File: src/lb_params.svh
`ifndef LB_PARAMS_SVH
`define LB_PARAMS_SVH

`default_nettype none

// Pixel depth.
`define LB_PIX_W 8

// Image geometry.
`define LB_IMG_W 8
`define LB_IMG_H 6

// One bank per row of the 3x3 window.
`define LB_BANKS 3

`define LB_COL_W 3 // Holds 0 to IMG_W-1.
`define LB_ROW_W 3 // Holds 0 to IMG_H-1.

`default_nettype wire

`endif

File: src/lb_pkg.sv
`include "lb_params.svh"
`default_nettype none

package lb_pkg;

	typedef logic [`LB_PIX_W-1:0] pixel_t;
	typedef logic [`LB_COL_W-1:0] col_t; // Also the row RAM address.
	typedef logic [`LB_ROW_W-1:0] row_t;
	typedef logic [11:0] sum_t; // Up to 9 x 255.

	// Rotating job of a row RAM.
	typedef enum logic [1:0] {
		ROLE_WRITE  = 2'd0,
		ROLE_PREV   = 2'd1,
		ROLE_OLDEST = 2'd2
	} bank_role_e;

	// One accepted pixel with its position, sent to every bank.
	typedef struct packed {
		logic push;
		pixel_t pix;
		col_t col;
		row_t row;
		logic row_done;
		logic frame_done;
		logic emit;
	} row_beat_s;

	typedef struct packed {
		pixel_t rd_pix;
		bank_role_e role; // Role at the time of the read.
	} bank_out_s;

	typedef struct packed {
		sum_t sum;
		row_t row;
		col_t col;
	} window_s;

endpackage

`default_nettype wire

File: src/row_sequencer.sv
`timescale 1ns/1ps
`include "lb_params.svh"
`default_nettype none

module row_sequencer (
	input wire logic clk,
	input wire logic aclr,
	input wire logic in_valid,
	input wire lb_pkg::pixel_t in_pix,
	input wire logic accept,
	output logic in_ready,
	output lb_pkg::row_beat_s beat
);

	import lb_pkg::*;

	col_t col_q;
	row_t row_q;
	logic push;
	logic last_col;
	logic last_row;

	assign in_ready = accept;
	assign push = in_valid && accept;

	assign last_col = (col_q == col_t'(`LB_IMG_W - 1));
	assign last_row = (row_q == row_t'(`LB_IMG_H - 1));

	always_comb
	begin
		beat.push = push;
		beat.pix = in_pix;
		beat.col = col_q;
		beat.row = row_q;
		beat.row_done = last_col;
		beat.frame_done = last_col && last_row;
		// Window is complete once two rows and two columns are behind it.
		beat.emit = (row_q >= row_t'(2)) && (col_q >= col_t'(2));
	end

	// Raster position of the next pixel.
	always_ff @(posedge clk or posedge aclr)
	begin
		if (aclr)
		begin
			col_q <= '0;
			row_q <= '0;
		end
		else if (push)
		begin
			if (last_col)
			begin
				col_q <= '0;
				if (last_row)
				begin
					row_q <= '0; // Frame wraps.
				end
				else
				begin
					row_q <= row_q + row_t'(1);
				end
			end
			else
			begin
				col_q <= col_q + col_t'(1);
			end
		end
	end

	a_row_in_range: assert property (
		@(posedge clk) disable iff (aclr)
		row_q < row_t'(`LB_IMG_H)
	) else $error("row counter out of range");

endmodule

`default_nettype wire

File: src/line_bank.sv
`timescale 1ns/1ps
`include "lb_params.svh"
`default_nettype none

module line_bank #(
	parameter int BANK_ID = 0
) (
	input wire logic clk,
	input wire logic aclr,
	input wire lb_pkg::row_beat_s beat,
	output lb_pkg::bank_out_s bank_out
);

	import lb_pkg::*;

	// Staggered so that the three banks never share a role.
	localparam bank_role_e RESET_ROLE = (BANK_ID == 0) ? ROLE_WRITE :
		(BANK_ID == 1) ? ROLE_OLDEST : ROLE_PREV;

	pixel_t mem [`LB_IMG_W];
	pixel_t rd_q;
	bank_role_e role_q;
	bank_role_e role_next;
	bank_role_e rd_role_q;
	logic wr_en;
	logic rd_en;

	assign wr_en = beat.push && (role_q == ROLE_WRITE);
	assign rd_en = beat.push && (role_q != ROLE_WRITE);

	always_comb
	begin
		role_next = role_q;
		if (beat.push && beat.frame_done)
		begin
			role_next = RESET_ROLE;
		end
		else if (beat.push && beat.row_done)
		begin
			case (role_q)
				ROLE_WRITE:  role_next = ROLE_PREV;
				ROLE_PREV:   role_next = ROLE_OLDEST;
				ROLE_OLDEST: role_next = ROLE_WRITE;
				default:     role_next = RESET_ROLE;
			endcase
		end
	end

	always_ff @(posedge clk or posedge aclr)
	begin
		if (aclr)
		begin
			role_q <= RESET_ROLE;
			rd_role_q <= RESET_ROLE;
		end
		else
		begin
			role_q <= role_next;
			if (beat.push)
			begin
				rd_role_q <= role_q; // Tags the data read this cycle.
			end
		end
	end

	// Row RAM.
	always_ff @(posedge clk)
	begin
		if (wr_en)
		begin
			mem[beat.col] <= beat.pix;
		end
		if (rd_en)
		begin
			rd_q <= mem[beat.col];
		end
	end

	always_comb
	begin
		bank_out.rd_pix = rd_q;
		bank_out.role = rd_role_q;
	end

	a_no_wr_rd: assert property (
		@(posedge clk) disable iff (aclr)
		!(wr_en && rd_en)
	) else $error("bank %0d wrote and read in one cycle", BANK_ID);

endmodule

`default_nettype wire

File: src/window_summer.sv
`timescale 1ns/1ps
`include "lb_params.svh"
`default_nettype none

module window_summer (
	input wire logic clk,
	input wire logic aclr,
	input wire lb_pkg::row_beat_s beat,
	input wire lb_pkg::bank_out_s banks [`LB_BANKS],
	input wire logic out_ready,
	output logic accept,
	output logic out_valid,
	output lb_pkg::window_s out_win
);

	import lb_pkg::*;

	logic [`LB_BANKS-1:0] wr_mask;
	logic [`LB_BANKS-1:0] prev_mask;
	logic [`LB_BANKS-1:0] old_mask;
	pixel_t prev_pix;
	pixel_t old_pix;

	// Beat whose bank reads are in flight.
	logic pend_valid;
	logic pend_emit;
	pixel_t pend_pix;
	row_t pend_row;
	col_t pend_col;

	// Index 2 is the oldest row, index 0 the current one.
	pixel_t [2:0] new_col;
	pixel_t [2:0] hist1;
	pixel_t [2:0] hist2;
	sum_t win_sum;

	assign accept = !out_valid || out_ready;

	always_comb
	begin
		prev_pix = '0;
		old_pix = '0;
		for (int i = 0; i < `LB_BANKS; i++)
		begin
			wr_mask[i] = (banks[i].role == ROLE_WRITE);
			prev_mask[i] = (banks[i].role == ROLE_PREV);
			old_mask[i] = (banks[i].role == ROLE_OLDEST);
			if (prev_mask[i])
			begin
				prev_pix = banks[i].rd_pix;
			end
			if (old_mask[i])
			begin
				old_pix = banks[i].rd_pix;
			end
		end
	end

	assign new_col = {old_pix, prev_pix, pend_pix};

	always_comb
	begin
		win_sum = '0;
		for (int i = 0; i < 3; i++)
		begin
			win_sum = win_sum + sum_t'(new_col[i]) + sum_t'(hist1[i]) + sum_t'(hist2[i]);
		end
	end

	always_ff @(posedge clk or posedge aclr)
	begin
		if (aclr)
		begin
			pend_valid <= 1'b0;
			out_valid <= 1'b0;
		end
		else if (accept)
		begin
			pend_valid <= beat.push;
			out_valid <= pend_valid && pend_emit;
		end
	end

	// Everything below holds while the output is stalled.
	always_ff @(posedge clk)
	begin
		if (accept)
		begin
			if (beat.push)
			begin
				pend_pix <= beat.pix;
				pend_row <= beat.row;
				pend_col <= beat.col;
				pend_emit <= beat.emit;
			end
			if (pend_valid)
			begin
				hist2 <= hist1;
				hist1 <= new_col;
				if (pend_emit)
				begin
					out_win.sum <= win_sum;
					out_win.row <= pend_row;
					out_win.col <= pend_col;
				end
			end
		end
	end

	a_stall_stable: assert property (
		@(posedge clk) disable iff (aclr)
		out_valid && !out_ready |=> out_valid && $stable(out_win)
	) else $error("output changed while stalled");

	// Banks rotate in lock step, so each role is held exactly once.
	a_roles_unique: assert property (
		@(posedge clk) disable iff (aclr)
		$onehot(wr_mask) && $onehot(prev_mask) && $onehot(old_mask)
	) else $error("bank roles are not unique");

endmodule

`default_nettype wire

File: src/line_filter_top.sv
`timescale 1ns/1ps
`include "lb_params.svh"
`default_nettype none

module line_filter_top (
	input wire logic clk,
	input wire logic aclr,
	input wire logic in_valid,
	input wire lb_pkg::pixel_t in_pix,
	output logic in_ready,
	output logic out_valid,
	output lb_pkg::window_s out_win,
	input wire logic out_ready
);

	import lb_pkg::*;

	row_beat_s beat;
	bank_out_s bank_outs [`LB_BANKS];
	logic accept;

	row_sequencer u_seq (
		.clk      (clk),
		.aclr     (aclr),
		.in_valid (in_valid),
		.in_pix   (in_pix),
		.accept   (accept),
		.in_ready (in_ready),
		.beat     (beat)
	);

	// One row RAM per window row, roles staggered by index.
	for (genvar i = 0; i < `LB_BANKS; i++)
	begin : g_bank
		line_bank #(
			.BANK_ID (i)
		) u_bank (
			.clk      (clk),
			.aclr     (aclr),
			.beat     (beat),
			.bank_out (bank_outs[i])
		);
	end

	window_summer u_sum (
		.clk       (clk),
		.aclr      (aclr),
		.beat      (beat),
		.banks     (bank_outs),
		.out_ready (out_ready),
		.accept    (accept),
		.out_valid (out_valid),
		.out_win   (out_win)
	);

endmodule

`default_nettype wire

File: config.mk
export PLATFORM = sky130hd
export DESIGN_NAME = line_filter_top
export DESIGN_NICKNAME = d
export VERILOG_FILES = /design/src/lb_pkg.sv /design/src/row_sequencer.sv /design/src/line_bank.sv /design/src/window_summer.sv /design/src/line_filter_top.sv
export VERILOG_INCLUDE_DIRS = /design/src
export SDC_FILE = /design/constraint.sdc
export NUM_CORES = 1
export LEC_CHECK = 0
export ABC_CLOCK_PERIOD_IN_PS = 5700
export BUFFER_PORTS_ARGS = -buffer_cell sky130_fd_sc_hd__buf_4
export CAP_MARGIN = 40
export CORE_MARGIN = 2
export CORE_UTILIZATION = 50
export CTS_CLUSTER_SIZE = 30
export DETAILED_ROUTE_END_ITERATION = 12
export GPL_TIMING_DRIVEN = 0
export PLACE_DENSITY = 0.66
export SLEW_MARGIN = 20
export SYNTH_ARGS = -nofsm -noshare
export SYNTH_HDL_FRONTEND = slang
export SYNTH_SLANG_ARGS = --single-unit
File: constraint.sdc
create_clock -name clk -period 5.7 [get_ports clk]
set_clock_uncertainty 0.15 [all_clocks]
set_input_delay 1.14 -clock clk [delete_from_list [all_inputs] [get_ports clk]]
set_output_delay 1.14 -clock clk [all_outputs]
set_load 0.05 [all_outputs]
==> results_dict.tcl <==
set metrics [dict create \
    drive_gt1_share_pct 19.0 \
    grt_setup_unrepaired "no" \
    antenna_found_initial 2 \
    ant_nets 0 \
    hold_start "u_sum.pend_col[0]$_DFFE_PP_" \
    synth_top_area_share_pct 65.3 \
    globalplace.congestion 0.880 \
    status "finished clean" \
    ys_ff_latch 317 \
    cts_hold_buf 0 \
    fmax_mhz 184 \
    yosysUniqueCellTypes 55 \
    io_pins 32 \
    path_max_fanout 4 \
    row_count 60 \
    grt_pass1_vias 7695 \
    syn-cell-area_mm2 0.0137 \
    synthAdderAreaFrac_pct 9.32 \
    viasPerCell 5.80 \
    core_mm2 0.0269 \
    final_util_pct 58.2 \
    crit_arrival_ps 5540 \
    cts_tree "yes" \
    synth.largest_area_cell "edfxtp_1" \
    initial_core_util_pct 50.8 \
    post-dp-hpwl_um 19400 \
    max_slew_margin_pct 41.7 \
    wl_per_cell_um 22.1 \
    drt_pre_antenna_iters 6 \
    die_x_um 169 \
    grt_overflow 0 \
    placed_cells 1231 \
    cts_resized 0 \
    synth_common_cells "edfxtp_1, inv_1, nand2_1, fa_1, nor2_1" \
    worst_pin_slew_ps 871 \
    die_h_um 169 \
    numCtsBuffers 35 \
    grt_pass1_wl_um 44300 \
    clk_latency_ps 510 \
    ys_warn_count 0 \
    syn_nets 932 \
    synthMuxAreaShare_pct 5.68 \
    finalMaxSlewViolations 0 \
    clkSinkCount 317 \
    portBuffers 31 \
    h-tree-depth 2 \
    async_flop_share_pct 6.31 \
    setup_viol 0 \
    worst-r2r-setup-slack_ps 250 \
    synthTopCellsByArea "edfxtp_1, fa_1, dfrtp_1" \
    yosysMostFrequentCell "edfxtp_1" \
    critPathSlowestCell "fa_1" \
    drtIter0Drc 758 \
    drt_wl_total_um 28900 \
    setup.worst_path.end_class "flop" \
    crit_path_start_kind "flop" \
    hold_class "reg2reg" \
    worst_path_most_repeated_cell "fa_1" \
    fillCellCount 2053 \
    hold_viol 0 \
    worstReg2RegStart "u_sum.hist1[0]$_DFFE_PP_" \
    fin_crit_sh_pct 95.6 \
    synth_compound_area_share_pct 7.10 \
    drc 0 \
    ff_latch_area_mm2 0.00942 \
    final_nets 1023 \
    cts_setup_buffers 0 \
    critical-path-max-stage-delay_ps 560 \
    final_cells 1305 \
    clk_pin_slew_ps 60 \
    synth-xor-area-share_pct 0.705 \
    synthToLayoutAreaGrowth_pct 14.5 \
    crit_chain "ha_1 -> fa_1 -> a21o_1 -> a21oi_2 -> o21ai_1 -> nor2_1 -> xnor2_1 -> fa_1 -> inv_1 -> fa_1 -> fa_1 -> fa_1 -> inv_1 -> ha_1 -> o21a_1 -> o31a_1 -> nor4_1 -> nor2_1 -> xor2_1" \
    synth-edff-count 297 \
    fin_crit_ps 5450 \
    synth_top_family_by_area "adder cells" \
    grt_use_total_pct 20.8 \
    root_buffer "clkbuf_16" \
    max_cap_violations 0 \
    worstSetupPathType "reg2reg" \
    grt_max_degree 30 \
    synth_top_flop_cell "edfxtp_1" \
    clockBufferDepth 3 \
    multiInputGateArea_mm2 0.00387 \
    ys_seq_area_share_pct 69.0 \
    startpoint "u_sum.hist1[0]$_DFFE_PP_" \
    synthCells 847 \
    totalNegativeSetupSlack_ps 0 \
    synthSimpleGateAreaFrac_pct 5.00 \
    crit_required_ps 5800 \
    avgSynthCellArea_um2 16.1 \
    vias 7572 \
    dieArea_mm2 0.0287 \
]
==> path summary, 6_finish.rpt <==
check                      cells after the start                                   endpoint
max                                           19                u_sum.out_win[16]$_DFFE_PP_
min                                            0                 u_sum.out_win[0]$_DFFE_PP_
max reg2reg                                   19                u_sum.out_win[16]$_DFFE_PP_
min reg2reg                                    0                 u_sum.out_win[0]$_DFFE_PP_
max in group asynchronous                      3  g_bank[1].u_bank.rd_role_q[1]$_DFFE_PP1P_
min in group asynchronous                      3                 u_seq.col_q[2]$_DFFE_PP0P_
==> metal layers <==
metal	global-route usage [%]	up-vias	share of wire, %
met2	34.8	332	49
met3	3.96	84	7.9
met1	27.4	3784	40
li1	-	3370	-
met4	7.73	2	3.3
met5	0	-	0.035
==> layout make-up <==
type                       count  area share, %
multi-input combinational    428           24.7
antenna                        1         0.0160
clock buffer                  47           6.29
tap                          341           2.73
clock inverter                15          0.432
buffer                        30           1.07
timing repair buffer          54           2.74
sequential                   317           60.2
inverter                      72           1.73
==> stage by stage <==
stage	hold WS [ps]	cell area [um^2]	worst slack (ps)
after global placement	258	14300	114
after floorplan	250	13700	515
after detailed placement	259	14500	89.1
after global routing	286	15600	7.73
after CTS	269	15500	67.7
final	267	15600	253
==> critical path, delay by kind of cell, from the launching register on <==
family | cells | cell delay (ps)
buf+inv | 2 | 100
flops | 1 | 390
compound gates | 5 | 790
simple gates | 3 | 420
xor+xnor | 2 | 240
fa+ha+maj | 7 | 3110
==> registers in the layout, summed over array words and instances (netlist names) <==
name,flops
u_sum.out_win,18
u_sum.pend_row,3
g_bank.u_bank.rd_role_q,6
g_bank.u_bank.role_q,6
u_sum.pend_emit,1
u_sum.pend_valid,1
u_sum.pend_pix,8
u_sum.out_valid,1
g_bank.u_bank.rd_q,24
u_seq.row_q,3
u_seq.col_q,3
u_sum.hist2,24
g_bank.u_bank.mem,192
u_sum.pend_col,3
u_sum.hist1,24
==> cell usage in the layout (no fill, tap or decap), drive strengths merged, types with 7 or more instances in the layout <==
cell type | Yosys | layout
a21oi | 12 | 12
a221oi | 22 | 22
a22oi | 32 | 32
buf | 21 | 75
clkbuf | 9 | 56
clkinv | 0 | 13
dfrtp | 16 | 16
edfxtp | 297 | 297
fa | 48 | 48
ha | 25 | 25
inv | 72 | 73
mux2 | 26 | 26
mux2i | 10 | 10
mux4 | 16 | 16
nand2 | 60 | 60
nor2 | 51 | 51
nor2b | 7 | 7
nor3 | 12 | 12
o21ai | 38 | 38
o22ai | 7 | 7
==> cells by family (layout without fill, tap and decap cells) <==
| group | count (synthesis) | after routing |
|---|---|---|
| AOI/OAI and AO/OA | 141 | 141 |
| xor gates and xnor gates | 11 | 11 |
| adders and majority gates | 73 | 73 |
| buffers and inverters | 102 | 218 |
| DFF | 317 | 317 |
| muxes | 52 | 52 |
| other | 0 | 1 |
| and+or+nand+nor | 151 | 151 |
Power is not shown: default switching activity piles up to over one toggle a cycle in this logic, so the estimate is an artifact.
